### config.mk
export PLATFORM = sky130hd
export DESIGN_NAME = cpu_top
export DESIGN_NICKNAME = d
export VERILOG_FILES = /design/src/logic/cpu_pkg.sv /design/src/logic/cpu_ctrl_if.sv /design/src/logic/sequencer.sv /design/src/logic/program_counter.sv /design/src/logic/alu.sv /design/src/logic/data_reg.sv /design/src/logic/ram16.sv /design/src/logic/out_port.sv /design/src/logic/cpu_top.sv
export SDC_FILE = /design/constraint.sdc
export NUM_CORES = 1
export LEC_CHECK = 0
export ABC_CLOCK_PERIOD_IN_PS = 7050
export BUFFER_PORTS_ARGS = -buffer_cell sky130_fd_sc_hd__buf_2
export CORE_MARGIN = 1
export CORE_UTILIZATION = 49
export CTS_BUF_LIST = sky130_fd_sc_hd__clkbuf_4
export DETAILED_ROUTE_END_ITERATION = 8
export PLACE_DENSITY = 0.65
export SLEW_MARGIN = 10
export SYNTH_ARGS = -nofsm -noshare
export SYNTH_HDL_FRONTEND = slang
export SYNTH_SLANG_ARGS = --single-unit
export TNS_END_PERCENT = 20
### constraint.sdc
create_clock -name clk -period 7.05 [get_ports clk]
set_input_delay 0 -clock clk [delete_from_list [all_inputs] [get_ports clk]]
set_output_delay 0 -clock clk [all_outputs]
set_load 0.01 [all_outputs]
### src/logic/cpu_pkg.sv
// ====================
// Shared types and constants for the accumulator CPU
// Imported by every design file and the testbench
// ====================
package cpu_pkg;

    localparam int WORD_W      = 8;                      // Bus and data width
    localparam int ADDR_W      = 4;                      // RAM address and PC width
    localparam int RAM_WORDS   = 16;                     // One word per address
    localparam int OUT_CREDITS = 2;                      // Credits held after reset
    localparam int CREDIT_W    = $clog2(OUT_CREDITS + 1); // Counter must reach OUT_CREDITS

    typedef logic [WORD_W-1:0] word_t;
    typedef logic [ADDR_W-1:0] addr_t;

    // Upper nibble of every instruction byte
    // Codes not listed here run as NOP
    typedef enum logic [3:0] {
        OP_NOP = 4'h0,
        OP_LDA = 4'h1,  // A <= RAM[op]
        OP_ADD = 4'h2,  // A <= A + RAM[op]
        OP_SUB = 4'h3,  // A <= A - RAM[op]
        OP_STA = 4'h4,  // RAM[op] <= A
        OP_LDI = 4'h5,  // A <= op, zero extended
        OP_JMP = 4'h6,
        OP_JC  = 4'h7,  // Jump if carry set
        OP_JZ  = 4'h8,  // Jump if zero set
        OP_OUT = 4'hE,
        OP_HLT = 4'hF
    } opcode_e;

    typedef struct packed {
        opcode_e opcode;  // Bits 7:4
        addr_t   operand; // Bits 3:0, address or immediate
    } instr_t;

    // Microsteps, T0 and T1 are the fetch
    typedef enum logic [2:0] {
        T0 = 3'd0,
        T1 = 3'd1,
        T2 = 3'd2,
        T3 = 3'd3,
        T4 = 3'd4
    } step_e;

    // Which block drives the shared bus
    typedef enum logic [2:0] {
        BUS_NONE = 3'd0,
        BUS_PC   = 3'd1,
        BUS_RAM  = 3'd2,
        BUS_IR   = 3'd3,  // Operand nibble only
        BUS_ACC  = 3'd4,
        BUS_ALU  = 3'd5
    } bus_src_e;

endpackage

### src/logic/cpu_ctrl_if.sv
// ====================
// Control word from the sequencer to the datapath blocks
// ====================
`timescale 1ns/1ns

interface cpu_ctrl_if import cpu_pkg::*; ();

    bus_src_e bus_src;   // Bus driver select
    logic     pc_inc;    // PC + 1
    logic     pc_load;   // PC <= bus[3:0]
    logic     mar_load;  // MAR <= bus[3:0]
    logic     ram_write; // RAM[MAR] <= bus
    logic     ir_load;   // IR <= bus
    logic     a_load;    // Accumulator <= bus
    logic     b_load;    // B <= bus
    logic     alu_sub;   // Subtract instead of add
    logic     alu_en;    // Latch the flags
    logic     out_load;  // Output register <= bus

    modport ctrl (
        output bus_src, pc_inc, pc_load, mar_load, ram_write, ir_load,
               a_load, b_load, alu_sub, alu_en, out_load
    );

    modport dp (
        input bus_src, pc_inc, pc_load, mar_load, ram_write, ir_load,
              a_load, b_load, alu_sub, alu_en, out_load
    );

endinterface

### src/logic/sequencer.sv
// ====================
// Microcode sequencer, steps T0..T4 and decodes the control word
// Stalls OUT without credit, parks in T2 after HLT until reset
// ====================
`timescale 1ns/1ns

module sequencer import cpu_pkg::*; (
    input  logic   clk,
    input  logic   rst,
    input  logic   run,
    input  instr_t instr,
    input  logic   carry,
    input  logic   zero,
    input  logic   has_credit,
    output logic   halted,
    cpu_ctrl_if.ctrl ctrl
);

    step_e   step;
    opcode_e op;
    logic    hold_t2; // Stay in T2 this cycle

    assign op = instr.opcode;

    // OUT waits here for a credit, HLT never leaves
    assign hold_t2 = (step == T2) &&
                     ((op == OP_HLT) || (op == OP_OUT && !has_credit));

    always_ff @(posedge clk) begin
        if (rst) begin
            step   <= T0;
            halted <= 1'b0;
        end else begin
            if (step == T2 && op == OP_HLT)
                halted <= 1'b1; // Sticky until rst
            case (step)
                T0:      if (run) step <= T1; // Idle while run is low
                T1:      step <= T2;
                T2:      if (!hold_t2) step <= T3;
                T3:      step <= T4;
                default: step <= T0;          // T4 closes the instruction
            endcase
        end
    end

    // Control word, purely from step, opcode and flags
    always_comb begin
        ctrl.bus_src   = BUS_NONE;
        ctrl.pc_inc    = 1'b0;
        ctrl.pc_load   = 1'b0;
        ctrl.mar_load  = 1'b0;
        ctrl.ram_write = 1'b0;
        ctrl.ir_load   = 1'b0;
        ctrl.a_load    = 1'b0;
        ctrl.b_load    = 1'b0;
        ctrl.alu_sub   = 1'b0;
        ctrl.alu_en    = 1'b0;
        ctrl.out_load  = 1'b0;
        if (!halted) begin
            case (step)
                T0: begin
                    if (run) begin
                        ctrl.bus_src  = BUS_PC; // Fetch address
                        ctrl.mar_load = 1'b1;
                    end
                end
                T1: begin
                    ctrl.bus_src = BUS_RAM;     // Fetch opcode byte
                    ctrl.ir_load = 1'b1;
                    ctrl.pc_inc  = 1'b1;
                end
                T2: begin
                    case (op)
                        OP_LDA, OP_ADD, OP_SUB, OP_STA: begin
                            ctrl.bus_src  = BUS_IR;
                            ctrl.mar_load = 1'b1;
                        end
                        OP_LDI: begin
                            ctrl.bus_src = BUS_IR;
                            ctrl.a_load  = 1'b1;
                        end
                        OP_JMP: begin
                            ctrl.bus_src = BUS_IR;
                            ctrl.pc_load = 1'b1;
                        end
                        OP_JC: begin
                            ctrl.bus_src = BUS_IR;
                            ctrl.pc_load = carry; // Falls through when clear
                        end
                        OP_JZ: begin
                            ctrl.bus_src = BUS_IR;
                            ctrl.pc_load = zero;
                        end
                        OP_OUT: begin
                            if (has_credit) begin
                                ctrl.bus_src  = BUS_ACC;
                                ctrl.out_load = 1'b1;
                            end
                        end
                        default: ;              // NOP, HLT
                    endcase
                end
                T3: begin
                    case (op)
                        OP_LDA: begin
                            ctrl.bus_src = BUS_RAM;
                            ctrl.a_load  = 1'b1;
                        end
                        OP_ADD, OP_SUB: begin
                            ctrl.bus_src = BUS_RAM; // Operand into B
                            ctrl.b_load  = 1'b1;
                        end
                        OP_STA: begin
                            ctrl.bus_src   = BUS_ACC;
                            ctrl.ram_write = 1'b1;
                        end
                        default: ;
                    endcase
                end
                T4: begin
                    if (op == OP_ADD || op == OP_SUB) begin
                        ctrl.bus_src = BUS_ALU;
                        ctrl.a_load  = 1'b1;
                        ctrl.alu_en  = 1'b1;           // Flags follow the result
                        ctrl.alu_sub = (op == OP_SUB);
                    end
                end
                default: ;
            endcase
        end
    end

endmodule

### src/logic/program_counter.sv
// ====================
// 4-bit program counter, increments in fetch and loads on jumps
// ====================
`timescale 1ns/1ns

module program_counter import cpu_pkg::*; (
    input  logic  clk,
    input  logic  rst,
    input  word_t bus,
    cpu_ctrl_if.dp ctrl,
    output addr_t pc
);

    always_ff @(posedge clk) begin
        if (rst) begin
            pc <= '0;                   // Program starts at address 0
        end else if (ctrl.pc_load) begin
            pc <= bus[ADDR_W-1:0];      // Jump target from operand
        end else if (ctrl.pc_inc) begin
            pc <= pc + 1'b1;            // 15 wraps to 0
        end
    end

endmodule

### src/logic/alu.sv
// ====================
// Adder and subtractor on A and B with latched carry and zero flags
// Flags update only on alu_en
// ====================
`timescale 1ns/1ns

module alu import cpu_pkg::*; (
    input  logic  clk,
    input  logic  rst,
    input  word_t a,
    input  word_t b,
    cpu_ctrl_if.dp ctrl,
    output word_t result,
    output logic  carry,
    output logic  zero
);

    word_t           b_op; // B or its inverse
    logic [WORD_W:0] sum;  // Extra bit is the carry out

    // Subtract is A + ~B + 1
    assign b_op   = ctrl.alu_sub ? ~b : b;
    assign sum    = {1'b0, a} + {1'b0, b_op} + {{WORD_W{1'b0}}, ctrl.alu_sub};
    assign result = sum[WORD_W-1:0];

    always_ff @(posedge clk) begin
        if (rst) begin
            carry <= 1'b0;
            zero  <= 1'b0;
        end else if (ctrl.alu_en) begin
            carry <= sum[WORD_W];       // Set on SUB when no borrow
            zero  <= (result == '0);
        end
    end

endmodule

### src/logic/data_reg.sv
// ====================
// Load-enabled register of any payload type
// Holds the decoded instruction or the B operand
// ====================
`timescale 1ns/1ns

module data_reg import cpu_pkg::*; #(
    parameter type T = word_t // Payload type
) (
    input  logic clk,
    input  logic rst,
    input  logic load,
    input  T     d,
    output T     q
);

    always_ff @(posedge clk) begin
        if (rst) begin
            q <= '0;   // Decodes as NOP for the IR
        end else if (load) begin
            q <= d;
        end
    end

endmodule

### src/logic/ram16.sv
// ====================
// Memory address register and 16-byte RAM
// Host loads the program through the prog port while run is low
// ====================
`timescale 1ns/1ns

module ram16 import cpu_pkg::*; (
    input  logic  clk,
    input  logic  run,
    input  logic  prog_we,
    input  addr_t prog_addr,
    input  word_t prog_data,
    input  word_t bus,
    cpu_ctrl_if.dp ctrl,
    output word_t rdata
);

    word_t mem [RAM_WORDS]; // Not cleared by rst, program survives it
    addr_t mar;

    // MAR takes the low nibble of the bus
    always_ff @(posedge clk) begin
        if (ctrl.mar_load)
            mar <= bus[ADDR_W-1:0];
    end

    always_ff @(posedge clk) begin
        if (ctrl.ram_write) begin
            mem[mar] <= bus;               // STA
        end else if (prog_we && !run) begin
            mem[prog_addr] <= prog_data;   // Host load, ignored while running
        end
    end

    // Asynchronous read from the MAR
    assign rdata = mem[mar];

endmodule

### src/logic/out_port.sv
// ====================
// Output register with credit flow control
// One valid pulse per OUT, one credit spent per pulse
// ====================
`timescale 1ns/1ns

module out_port import cpu_pkg::*; (
    input  logic  clk,
    input  logic  rst,
    input  word_t bus,
    cpu_ctrl_if.dp ctrl,
    input  logic  out_credit,
    output logic  has_credit,
    output logic  out_valid,
    output word_t out_data
);

    logic [CREDIT_W-1:0] credit_cnt; // Credits the sink still grants

    // Data only changes on out_load
    always_ff @(posedge clk) begin
        if (ctrl.out_load)
            out_data <= bus;
    end

    always_ff @(posedge clk) begin
        if (rst) begin
            out_valid  <= 1'b0;
            credit_cnt <= CREDIT_W'(OUT_CREDITS); // Full window after reset
        end else begin
            out_valid <= ctrl.out_load;           // Pulse the cycle after capture
            case ({out_valid, out_credit})
                2'b10:   credit_cnt <= credit_cnt - 1'b1; // Spend
                2'b01:   credit_cnt <= credit_cnt + 1'b1; // Return
                default: ;                                // Both or neither
            endcase
        end
    end

    // Next OUT is at least four cycles after a pulse, count is settled by then
    assign has_credit = (credit_cnt != '0);

endmodule

### src/logic/cpu_top.sv
// ====================
// Top level of the accumulator CPU
// Bus multiplexer, accumulator and all datapath instances
// ====================
`timescale 1ns/1ns

module cpu_top import cpu_pkg::*; (
    input  logic  clk,
    input  logic  rst,
    input  logic  run,        // Low for program load
    input  logic  prog_we,
    input  addr_t prog_addr,
    input  word_t prog_data,
    output logic  out_valid,  // One-cycle pulse per OUT
    output word_t out_data,
    input  logic  out_credit, // One pulse returns one credit
    output logic  halted
);

    word_t  bus;
    word_t  acc;        // Accumulator
    word_t  b_val;
    word_t  alu_result;
    word_t  ram_rdata;
    instr_t instr;
    addr_t  pc;
    logic   carry;
    logic   zero;
    logic   has_credit;

    cpu_ctrl_if ctrl ();

    // Shared bus, one driver per cycle
    always_comb begin
        case (ctrl.bus_src)
            BUS_PC:  bus = {{(WORD_W-ADDR_W){1'b0}}, pc};
            BUS_RAM: bus = ram_rdata;
            BUS_IR:  bus = {{(WORD_W-ADDR_W){1'b0}}, instr.operand}; // Zero extended
            BUS_ACC: bus = acc;
            BUS_ALU: bus = alu_result;
            default: bus = '0;
        endcase
    end

    always_ff @(posedge clk) begin
        if (rst)
            acc <= '0;
        else if (ctrl.a_load)
            acc <= bus;
    end

    sequencer u_seq (
        .clk        (clk),
        .rst        (rst),
        .run        (run),
        .instr      (instr),
        .carry      (carry),
        .zero       (zero),
        .has_credit (has_credit),
        .halted     (halted),
        .ctrl       (ctrl.ctrl)
    );

    program_counter u_pc (
        .clk  (clk),
        .rst  (rst),
        .bus  (bus),
        .ctrl (ctrl.dp),
        .pc   (pc)
    );

    alu u_alu (
        .clk    (clk),
        .rst    (rst),
        .a      (acc),
        .b      (b_val),
        .ctrl   (ctrl.dp),
        .result (alu_result),
        .carry  (carry),
        .zero   (zero)
    );

    // Instruction register holds the decoded struct
    data_reg #(.T(instr_t)) ir (
        .clk  (clk),
        .rst  (rst),
        .load (ctrl.ir_load),
        .d    (instr_t'(bus)),
        .q    (instr)
    );

    data_reg #(.T(word_t)) b_reg (
        .clk  (clk),
        .rst  (rst),
        .load (ctrl.b_load),
        .d    (bus),
        .q    (b_val)
    );

    ram16 u_ram (
        .clk       (clk),
        .run       (run),
        .prog_we   (prog_we),
        .prog_addr (prog_addr),
        .prog_data (prog_data),
        .bus       (bus),
        .ctrl      (ctrl.dp),
        .rdata     (ram_rdata)
    );

    out_port u_out (
        .clk        (clk),
        .rst        (rst),
        .bus        (bus),
        .ctrl       (ctrl.dp),
        .out_credit (out_credit),
        .has_credit (has_credit),
        .out_valid  (out_valid),
        .out_data   (out_data)
    );

endmodule

==> results of run 1 <==
registers in the layout (all words and copies together), names as in the netlist, 2 cells and up, named ones only:
register,cells
ir.q,8
b_reg.q,8
u_ram.mar,4
u_pc.pc,4
u_out.credit_cnt,2
acc,8
u_ram.mem,128
u_seq.step,3
u_out.out_data,8
worst paths after layout:
path | start | end | slack, ns | depth (start not counted)
setup / recovery | u_seq.step[2] | u_ram.mem[8][3] | 2.79 | 10
hold / removal | prog_data[6] | u_ram.mem[9][6] | 0.004 | 3
setup reg to reg | u_seq.step[2] | u_ram.mem[8][3] | 2.79 | 10
hold reg to reg | u_alu.zero | u_alu.zero | 0.51 | 2
synth_stat cells (2+ instances only):
| cell type | number | area [µm²] |
|---|---|---|
| a2111oi_2 | 3 | 45.0 |
| a211oi_1 | 23 | 173 |
| a211oi_2 | 9 | 113 |
| a21o_1 | 4 | 30.0 |
| a21oi_1 | 22 | 110 |
| a311oi_1 | 7 | 61.3 |
| a31oi_1 | 12 | 75.1 |
| a32o_2 | 2 | 22.5 |
| a32oi_1 | 3 | 26.3 |
| a32oi_2 | 2 | 32.5 |
| and3_1 | 2 | 12.5 |
| buf_2 | 9 | 45.0 |
| buf_4 | 7 | 52.6 |
| clkbuf_1 | 15 | 56.3 |
| dfxtp_1 | 41 | 821 |
| edfxtp_1 | 140 | 4200 |
| ha_1 | 9 | 113 |
| inv_1 | 9 | 33.8 |
| mux2_2 | 2 | 22.5 |
| mux2i_1 | 8 | 80.1 |
| mux4_2 | 32 | 721 |
| nand2_1 | 22 | 82.6 |
| nand2b_1 | 10 | 62.6 |
| nand3_1 | 6 | 30.0 |
| nand3_2 | 2 | 20.0 |
| nand3b_1 | 3 | 22.5 |
| nand4_1 | 5 | 31.3 |
| nor2_1 | 74 | 278 |
| nor2b_1 | 12 | 75.1 |
| nor3_1 | 10 | 50.1 |
| nor3b_1 | 6 | 45.0 |
| nor3b_2 | 2 | 25.0 |
| nor4_1 | 3 | 18.8 |
| nor4b_1 | 2 | 17.5 |
| o21a_1 | 2 | 15.0 |
| o21ai_0 | 9 | 45.0 |
| o22ai_1 | 4 | 25.0 |
| o31ai_1 | 3 | 22.5 |
| or3_1 | 2 | 12.5 |
| or3b_2 | 2 | 17.5 |
| or4_1 | 2 | 15.0 |
| xnor2_1 | 13 | 114 |
| xor2_1 | 6 | 52.6 |
final cells by class:
| type | count | area, µm² | area share (%) |
|---|---|---|---|
| sequential | 181 | 5030 | 56.3 |
| multi-input combinational | 370 | 3090 | 34.6 |
| tap | 220 | 275 | 3.08 |
| timing repair buffer | 37 | 223 | 2.49 |
| clock inverter | 15 | 153 | 1.71 |
| clock buffer | 17 | 128 | 1.43 |
| inverter | 10 | 37.5 | 0.420 |
| antenna | 1 | 2.50 | 0.0280 |
worst reg2reg max path, cell delays in order (launching register included):
cell      delay [ns]
dfxtp_1         0.69
and4bb_1        0.31
nand3_2         0.27
xnor2_1         0.33
ha_1            0.30
a31o_2          0.25
a21oi_1         0.31
a21oi_1         0.14
o31ai_1         0.26
nand2_1         0.22
a31oi_1         0.85
layer usage:
metal / vias up / track usage (%) / wire [µm]
met4: 0 / 10.7 / 577
met2: 137 / 40.9 / 9880
met1: 2570 / 28.0 / 7810
met5: - / 0 / 0
li1: 2381 / - / -
met3: 38 / 3.42 / 806
power by group through the flow:
| stage | combinational, mW | clock (mW) | sequential, mW |
|---|---|---|---|
| finish | 0.448 | 0.569 | 1.24 |
| global placement | 0.440 | 0 | 1.26 |
| floorplan | 0.351 | 0 | 1.25 |
| CTS | 0.453 | 0.580 | 1.24 |
| global route | 0.489 | 0.621 | 1.24 |
| detailed placement | 0.449 | 0 | 1.26 |
stage by stage:
step / hold WS (ns) / utilization [%] / std cells / total power [mW] / setup WS, ns
after global placement: 0.393 / 52.0 / 814 / 1.70 / 2.97
after global routing: 0.0103 / 54.1 / 851 / 2.35 / 2.41
after detailed placement: 0.410 / 52.0 / 814 / 1.71 / 2.63
after floorplan: 0.217 / - / 593 / 1.60 / 3.53
final: 0.00421 / 54.1 / 851 / 2.26 / 2.79
after CTS: 0.000216 / 54.0 / 850 / 2.27 / 2.52
cells by family (layout without fill, tap and decap cells):
kind of cell	count (synthesis)	count (layout)	share of synthesized area, %
mux	42	42	9.94
fa+ha+maj	10	10	1.60
compound gates	124	124	12.4
other cells	0	1	0
xor+xnor	19	19	2.01
buf+inv	42	79	2.36
flops	181	181	60.6
simple gates	175	175	11.1
timing repair:
item | in CTS | in global routing
hold buffers | 4 | 0
endpoints found under the hold margin | 4 | 0
setup endpoints to repair | 0 | 0
==> results.md, run 1 <==
* CTS sink cnt at about 180
* Die Height at about 130 µm
* Worst-Margin Slew at ~1.3 ns
* First-pass GRT wire length at about 30,000 µm
* Proportion of layout cells with a drive suffix above 1 at a little over a fifth
* Share of power burned in the clock network at about a quarter
* Max Slew Vio Count at 0
* Post-synthesis sequential area ratio at between 60% and 70%
* RePlAce Congestion at ~0.84
* Period utilisation layout at 60.4%
* Area grow syn2layout at 7.81%
* Unrepaired setup endpoints after global routing: false
* Initial antenna violation count at 1
* Fmax at 235 MHz
* Ports at 27
* DR vias at 5,126
* Fin nets at 644
* Commonest cells after routing, fill and taps aside: 140 x edfxtp_1, 74 x nor2_1, 40 x dfxtp_1, 32 x mux4_2, 26 x buf_2
* Mapped Cells at 593
* Skew final at 0.0303 ns
* Register share of total power at a little over half
* Hold Fails Final Rpt at 0
* Drc violations at 0
* Slowest cell delay on critical path at 0.84 ns
* Leak at a little under 3 nW
* Hold Path Class: input pin to register
* Row cnt at 47
* Starting Density at between 50% and 60%
* Most common cell after layout, fill and taps aside: edfxtp_1
* Switch Pwr at 0.697 mW
* Drt first pass iters at 5
* Fin area at 8930 µm²
* Comb pwr share at between 10% and 20%
* CP Launch Type: register
* Final setup vio count at 0
* Fill cells at 1,378
* Synthesis Warnings at 0
* P_int at ~1.6 mW
* Mapped Area at 8290 µm²
* Grt ovf at 0
* Core area at around 17,000 µm²
* Worst Path Buf+Inv at 0
* Clock slew at reported path FFs at roughly 0.16 ns
* Num CTS Buffers at 17
* Setup Buffers After CTS at 0
* WL final at between 15,000 and 20,000 µm
* Largest net degree at the start of global routing at roughly 40
* Slowest-stage cell, CP: a31oi_1
* Vias in the first global route at roughly 5,200
* Post-synth ARST share at 0%
* Max capacitance violation total at 0
* WL/cell at between 20 and 25 µm
* Crit path required time at between 7 and 8 ns
* Drt initial violations at 330
* Most frequent CP cell: a21oi_1
* Chip width at 132 µm
* Max IR drop VDD at about 230 µV
* Antenna viol nets, final at 0
* CTS tree: yes
* Status: finished, final reports clean
* Max FO, Critical Path at 17
* WP data arrival at 4.47 ns
* Delay-heaviest family, CP: compound AO/OA/AOI/OAI gates
* #FFs+latches synth at between 150 and 200
* Final min period at roughly 4.3 ns
* Crit Path Class: register to register
* Final TNS setup at 0 ns
* Predominant post-synthesis flop cell: edfxtp_1
* Clock latency on the worst-skew pair at 0.57 ns
* HPWL after DPL at about 13,000 µm
* Total Routing Usage GR at around 23%
* H-tree levels at 4
* DIE AREA at 17,400 µm²
* CP endpoint kind: register
* Syn nets at between 600 and 700
* Max clock buf depth at 2
* Crit path cell chain: and4bb_1, nand3_2, xnor2_1, ha_1, a31o_2, a21oi_1, a21oi_1, o31ai_1, nand2_1, a31oi_1
* Mapped Avg Cell Area at between 10 and 15 µm²
* Root Driver: clkbuf_4
* Port bufs at 26
* Vias/cell at ~6
* Placed cell area at ~8600 µm²
* Pwr dens at between 200 and 300 nW/µm²
* Switching share of power at between 30 and 40%
* Relative slew slack at 16.4%
* Cell variety after synth at between 70 and 80
* Resize count post-CTS at 0
* Number of synthesized flops with an enable pin at 140
Power figures use the tool's default switching activity.
==> run 2: changes to the inputs <==
ABC_CLOCK_PERIOD_IN_PS = 3900   (was 7050)
PLACE_DENSITY = 0.68   (was 0.65)
clock period = 3.9 ns   (was 7.05 ns; I/O delays follow)
==> results.md, run 2 (synthesis gave the netlist of run 1 again) <==
* Status: finished, final reports clean
* Antenna viol nets, final at 0 (unchanged)
* DIE AREA at 17,400 µm² (unchanged)
* Clock slew at reported path FFs at 0.16 ns (about the same)
* Total Routing Usage GR at 23.3% (+0.14 points)
* Max Slew Vio Count at 0 (unchanged)
* Proportion of layout cells with a drive suffix above 1 at 24.3% (+2.4 points)
* First-pass GRT wire length at 29,800 µm (+0.51%)
* Final setup vio count at 0 (unchanged)
* Chip width at 132 µm (unchanged)
* Row cnt at 47 (unchanged)
* Largest net degree at the start of global routing at 41 (unchanged)
* Max IR drop VDD at 331 µV (+47%)
* Starting Density at 50.1% (unchanged)
* Ports at 27 (unchanged)
* CTS sink cnt at 181 (unchanged)
* Worst-Margin Slew at 1.24 ns (-0.00597 ns)
* Crit Path Class: register to register
* Commonest cells after routing, fill and taps aside: 140 x edfxtp_1, 74 x nor2_1, 40 x dfxtp_1, 32 x mux4_2, 29 x buf_4
* Unrepaired setup endpoints after global routing: false
* Biggest register: u_ram.mem
* Switching share of power at 28.3% (-2.6 points)
* Max FFs per register at 128 (unchanged)
* Grt ovf at 0 (unchanged)
* Skew final at 0.0218 ns (-0.00848 ns)
* H-tree levels at 4 (unchanged)
* Fin nets at 669 (+3.9%)
* Drt first pass iters at 5 (unchanged)
* Setup Buffers After CTS at 0 (unchanged)
* Hold Fails Final Rpt at 0 (unchanged)
* WL final at 19,300 µm (+1.1%)
* P_int at 3.09 mW (+98%)
* RePlAce Congestion at 0.833 (-1.2%)
* HPWL after DPL at 12,900 µm (+2.8%)
* Hold Path Class: input pin to register
* Period utilisation layout at 90.5% (+30 points)
* Drt initial violations at 465 (+41%)
* Crit path required time at 4.31 ns (-2.95 ns)
* Max FO, Critical Path at 16 (-1)
* CTS tree: yes
* Drc violations at 0 (unchanged)
* Pwr dens at 470 nW/µm² (+86%)
* Max clock buf depth at 2 (unchanged)
* Core area at 16,500 µm² (unchanged)
* Comb pwr share at 18.7% (-1.2 points)
* Finished Layout Cells at 875 (+2.8%)
* Max capacitance violation total at 0 (unchanged)
* Fmax at 283 MHz (+21%)
* Vias in the first global route at 5,179 (-1.2%)
* Final min period at 3.53 ns (-0.732 ns)
* DR vias at 5,330 (+4.0%)
* Root Driver: clkbuf_4
* Switch Pwr at 1.22 mW (+75%)
* WL/cell at 22.0 µm (-1.7%)
* Share of power burned in the clock network at 28.4% (+3.2 points)
* Most common cell after layout, fill and taps aside: edfxtp_1
* Placed insts at 836 (+2.7%)
* Num CTS Buffers at 17 (unchanged)
* CP endpoint kind: register
* Clock latency on the worst-skew pair at 0.57 ns (about the same)
* Area grow syn2layout at 10.9%
* Vias/cell at 6.09 (+1.1%)
* Die Height at 132 µm (unchanged)
* Initial antenna violation count at 1 (unchanged)
* Leak at 3.06 nW (+5.0%)
* CP Launch Type: register
* WP data arrival at 3.94 ns (-0.53 ns)
* Port bufs at 26 (unchanged)
* Relative slew slack at 16.8% (+0.40 points)
* Final TNS setup at 0 ns (unchanged)
* Register share of total power at 52.9% (-2.0 points)
run 2: changes by cell type in the layout (fill, tap and decap cells not counted), moves of 2 or more:
cell           change
a31oi_2            -2
bufinv_16          +4
inv_6              -4
dlygate4sd3_1      +3
clkinvlp_4         +2
a31oi_1            +2
buf_4             +22
run 2: what timing repair did:
action,in CTS,in global routing
endpoints found under the setup margin,0,16
gates resized for setup,0,1
hold buffers,7,0
endpoints found under the hold margin,49,0
run 2: metal layers:
layer	track usage (%)	routed length [µm]	vias to the layer above
li1	-	-	2429
met1	29.8	8040	2679
met5	0	0	-
met2	39.6	9720	186
met4	8.14	478	0
met3	4.69	1050	36
run 2: worst max-delay path, cell delays in order, from the launching register on:
cell     delay [ns]
dfxtp_1        0.45
nor2_1         0.31
nand3_2        0.21
buf_4          0.22
xnor2_1        0.13
ha_1           0.36
a21o_1         0.19
a21oi_1        0.20
mux2_2         0.36
nor4_1         0.37
nand2_1        0.16
a31oi_1        0.19
buf_4          0.22
run 2: metrics by stage:
step	total power, mW	cell area, µm²	setup slack (ns)	hold slack [ns]	utilization (%)
2_1_floorplan	2.89	8290	0.383	0.217	-
3_3_place_gp	3.11	8760	0.376	0.403	53.0
3_5_place_dp	3.13	8760	0.202	0.410	53.0
4_1_cts	4.34	9180	0.174	0.00803	55.6
5_1_grt	4.49	9190	0.133	0.0319	55.6
6_report	4.32	9190	0.370	0.0219	55.6
run 2: layout make-up:
| cell class | instances | area [µm²] |
|---|---|---|
| Antenna cell | 1 | 2.50 |
| Clock buffer | 18 | 135 |
| Clock inverter | 13 | 214 |
| Fill cell | 1327 | 7340 |
| Inverter | 10 | 37.5 |
| Multi-Input combinational cell | 370 | 3080 |
| Sequential cell | 181 | 5030 |
| Tap cell | 220 | 275 |
| Timing Repair Buffer | 62 | 418 |
run 2: path summary, 6_finish.rpt:
path / startpoint / end / slack [ns] / cells after the start
setup / recovery: u_seq.step[1] / u_ram.mem[12][7] / 0.37 / 12
hold / removal: rst / u_seq.halted / 0.02 / 2
setup reg to reg: u_seq.step[1] / u_ram.mem[12][7] / 0.37 / 12
hold reg to reg: b_reg.q[7] / b_reg.q[7] / 0.51 / 2
run 2: power by group through the flow:
stage / registers (mW) / logic [mW] / clock network, mW
after floorplan: 2.26 / 0.634 / 0
after global placement: 2.32 / 0.785 / 0
after detailed placement: 2.33 / 0.800 / 0
after CTS: 2.28 / 0.810 / 1.24
after global routing: 2.30 / 0.876 / 1.31
final: 2.28 / 0.808 / 1.22
==> run 3: changes to the inputs <==
ABC_AREA = 1   (was default)
==> results.md, run 3 <==
* Resize count post-CTS at 0 (unchanged)
* Mapped Avg Cell Area at 9.39 µm² (-33%)
* Num CTS Buffers at 17 (unchanged)
* FF-to-FF End: u_ram.mem[6][5]
* Antenna viol nets, final at 0 (unchanged)
* Chip width at 133 µm (+0.76%)
* #FFs+latches synth at 181 (unchanged)
* DR vias at 6,332 (+19%)
* Power Total at 4.01 mW (-7.2%)
* Top post-synthesis cells by area: edfxtp_1 50%, nand2_1 10%, dfxtp_1 9.8%
* Crit path required time at 4.22 ns (-0.09 ns)
* Hold Path Class: input pin to register
* CTS tree: yes
* R2R cell count at 15 (+3)
* CTS sink cnt at 181 (unchanged)
* Worst setup margin at 0.588 ns (+0.217 ns)
* WP data arrival at 3.63 ns (-0.31 ns)
* Most frequent CP cell: nand2_1
* Placed cell area at 8820 µm² (+0.69%)
* Hold Path Stages at 3 (+1)
* Drt first pass iters at 5 (unchanged)
* Grt ovf at 0 (unchanged)
* Worst-Margin Slew at 1.04 ns (-0.201 ns)
* Fin area at 9120 µm² (-0.79%)
* Hold Fails Final Rpt at 0 (unchanged)
* Period utilisation layout at 84.9% (-5.6 points)
* Proportion of layout cells with a drive suffix above 1 at 13.3% (-11 points)
* RePlAce Congestion at 0.945 (+13%)
* Root Driver: clkbuf_4
* Initial antenna violation count at 1 (unchanged)
* Max IR drop VDD at 249 µV (-25%)
* First-pass GRT wire length at 31,100 µm (+4.6%)
* Clock latency on the worst-skew pair at 0.58 ns (about the same)
* Vias/cell at 5.42 (-11%)
* Drc violations at 0 (unchanged)
* Hold Slack at 0.0712 ns (+0.0493 ns)
* Max FO, Critical Path at 16 (unchanged)
* Unrepaired setup endpoints after global routing: false
* Slowest-stage cell, CP: dfxtp_1
* Cell variety after synth at 43 (-43%)
* Starting Density at 50.4% (+0.24 points)
* R2R setup slack at 0.59 ns (+0.22 ns)
* Final setup vio count at 0 (unchanged)
* Core area at 16,700 µm² (+1.1%)
* CP endpoint kind: register
* Post-synthesis sequential area ratio at 59.7% (-0.93 points)
* Leak at 3.77 nW (+23%)
* Finished Layout Cells at 1,169 (+34%)
* Mapped Area at 8420 µm² (+1.6%)
* Port bufs at 26 (unchanged)
* Max capacitance violation total at 0 (unchanged)
* HPWL after DPL at 12,800 µm (-1.4%)
* Area grow syn2layout at 8.33%
* Fin util at 54.6% (-1.0 points)
* Total Routing Usage GR at 23.4% (+0.078 points)
* Fill cells at 1,492 (+12%)
* CP Launch Type: register
* Max clock buf depth at 2 (unchanged)
* Max FFs per register at 128 (unchanged)
* Skew final at 0.0189 ns (-0.00293 ns)
* Synth top area share at 50.0% (-0.78 points)
* Most common cell after layout, fill and taps aside: nand2_1
* Commonest cells after routing, fill and taps aside: 227 x nand2_1, 140 x edfxtp_1, 133 x nand3_1, 78 x inv_1, 74 x nor2_1
* Vias in the first global route at 5,841 (+13%)
* Row cnt at 47 (unchanged)
* Final TNS setup at 0 ns (unchanged)
* Worst Path Buf+Inv at 2 (unchanged)
* Fmax at 302 MHz (+6.6%)
* Hold EP: u_ram.mem[13][1]
* Crit path cell chain: nor2_2, nand2_1, inv_2, nand3_1, xor2_1, ha_1, inv_1, nor3_1, nand2_1, nand2_1, xor2_1, nand2_1, nand2_1, nand2_1, nand2_1
* Placed insts at 1,130 (+35%)
* Drt initial violations at 565 (+22%)
* Delay-heaviest family, CP: simple AND/OR/NAND/NOR gates
* Final min period at 3.31 ns (-0.217 ns)
* Worst slack, placed at 0.676 ns (+0.474 ns)
* Syn nets at 923 (+49%)
* Status: finished, final reports clean
* Synthesis Warnings at 0 (unchanged)
* Biggest register: u_ram.mem
* WL/cell at 16.6 µm (-25%)
* Die Height at 133 µm (+0.76%)
* Yosys top cell by area: edfxtp_1
* Fin nets at 962 (+44%)
* Slowest cell delay on critical path at 0.40 ns (-0.05 ns)
* Crit Path Class: register to register
* R2R Path Start: u_seq.step[0]
* WL final at 19,400 µm (+0.55%)
* Clock slew at reported path FFs at 0.14 ns (-0.02 ns)
* Largest net degree at the start of global routing at 65 (+59%)
* H-tree levels at 4 (unchanged)
* Post-synth ARST share at 0% (unchanged)
* Ports at 27 (unchanged)
* Post-synth top cells: 227 x nand2_1, 140 x edfxtp_1, 133 x nand3_1, 78 x inv_1, 74 x nor2_1
* Pwr dens at 439 nW/µm² (-6.4%)
* Relative slew slack at 30.4% (+14 points)
* Worst Hold Launch: prog_data[1]
* Mapped Cells at 896 (+51%)
* Predominant post-synthesis flop cell: edfxtp_1
* DIE AREA at 17,700 µm² (+1.5%)
* Number of synthesized flops with an enable pin at 140 (unchanged)
* Max Slew Vio Count at 0 (unchanged)
* Top-count cell post-synth: nand2_1
[run 3: cell types whose count changed after synthesis, sizes merged, moves of 9 or more]
cell	change
a211oi	-33
a21oi	+10
inv	+86
mux4	-32
nand2	+210
nand2b	-10
nand3	+132
nor2	+13
nor2b	-12
nor3	-9
o21ai	+31
xnor2	-11
[run 3: worst max path at each step]
stage	from	endpoint	slack, ns	depth (start not counted)
final	u_seq.step[0]	u_ram.mem[6][5]	0.59	15
after global placement	u_seq.step[0]	u_ram.mem[7][5]	0.76	15
after detailed placement	u_seq.step[0]	u_ram.mem[7][5]	0.68	15
after CTS	u_seq.step[0]	u_ram.mem[9][5]	0.63	15
after floorplan	u_seq.step[0]	u_ram.mem[0][3]	1.00	12
after global routing	u_seq.step[0]	u_ram.mem[9][5]	0.28	15
[run 3: worst reg2reg max path, cell delays in order (launching register included)]
cell	delay, ns
dfxtp_1	0.40
nor2_2	0.17
nand2_1	0.09
inv_2	0.10
nand3_1	0.34
xor2_1	0.27
ha_1	0.37
inv_1	0.09
nor3_1	0.18
nand2_1	0.07
nand2_1	0.11
xor2_1	0.21
nand2_1	0.14
nand2_1	0.11
nand2_1	0.05
nand2_1	0.36
[run 3: area by class of cell]
class                      instances  area [µm²]  share of cell area (%)
clock inverter                    12        80.1                   0.878
tap                              220         275                    3.02
timing repair buffer              50         338                    3.71
sequential                       181        5030                    55.1
antenna                            1        2.50                  0.0274
multi-input combinational        589        2880                    31.6
clock buffer                      20         150                    1.65
inverter                          96         360                    3.95
[run 3: power by group]
group | switching, mW | total (mW) | internal, mW
combinational | 0.617 | 0.865 | 0.248
sequential | 0.0407 | 2.23 | 2.19
clock | 0.640 | 0.911 | 0.271
total | 1.30 | 4.01 | 2.71
[run 3: metal layers]
| layer | wire (µm) | part of all wire, % | up-vias | track usage [%] |
|---|---|---|---|---|
| li1 | - | - | 3098 | - |
| met1 | 9160 | 47 | 2971 | 34.4 |
| met2 | 8480 | 44 | 230 | 34.3 |
| met3 | 1330 | 6.9 | 33 | 4.44 |
| met4 | 418 | 2.2 | 0 | 8.68 |
| met5 | 0 | 0 | - | 0 |
[run 3: logic make-up after synthesis]
family                     after synthesis  synth area share (%)
xor gates and xnor gates                12                  1.25
adders and majority gates               10                  1.58
AOI/OAI and AO/OA                       95                  6.50
and+or+nand+nor                        472                  24.9
buffers and inverters                  126                  6.02
DFF                                    181                  59.7
[run 3: repair_timing]
| action | in CTS | in global routing |
|---|---|---|
| buffers inserted | 0 | 0 |
| endpoints found under the hold margin | 30 | 0 |
| hold buffers | 6 | 0 |
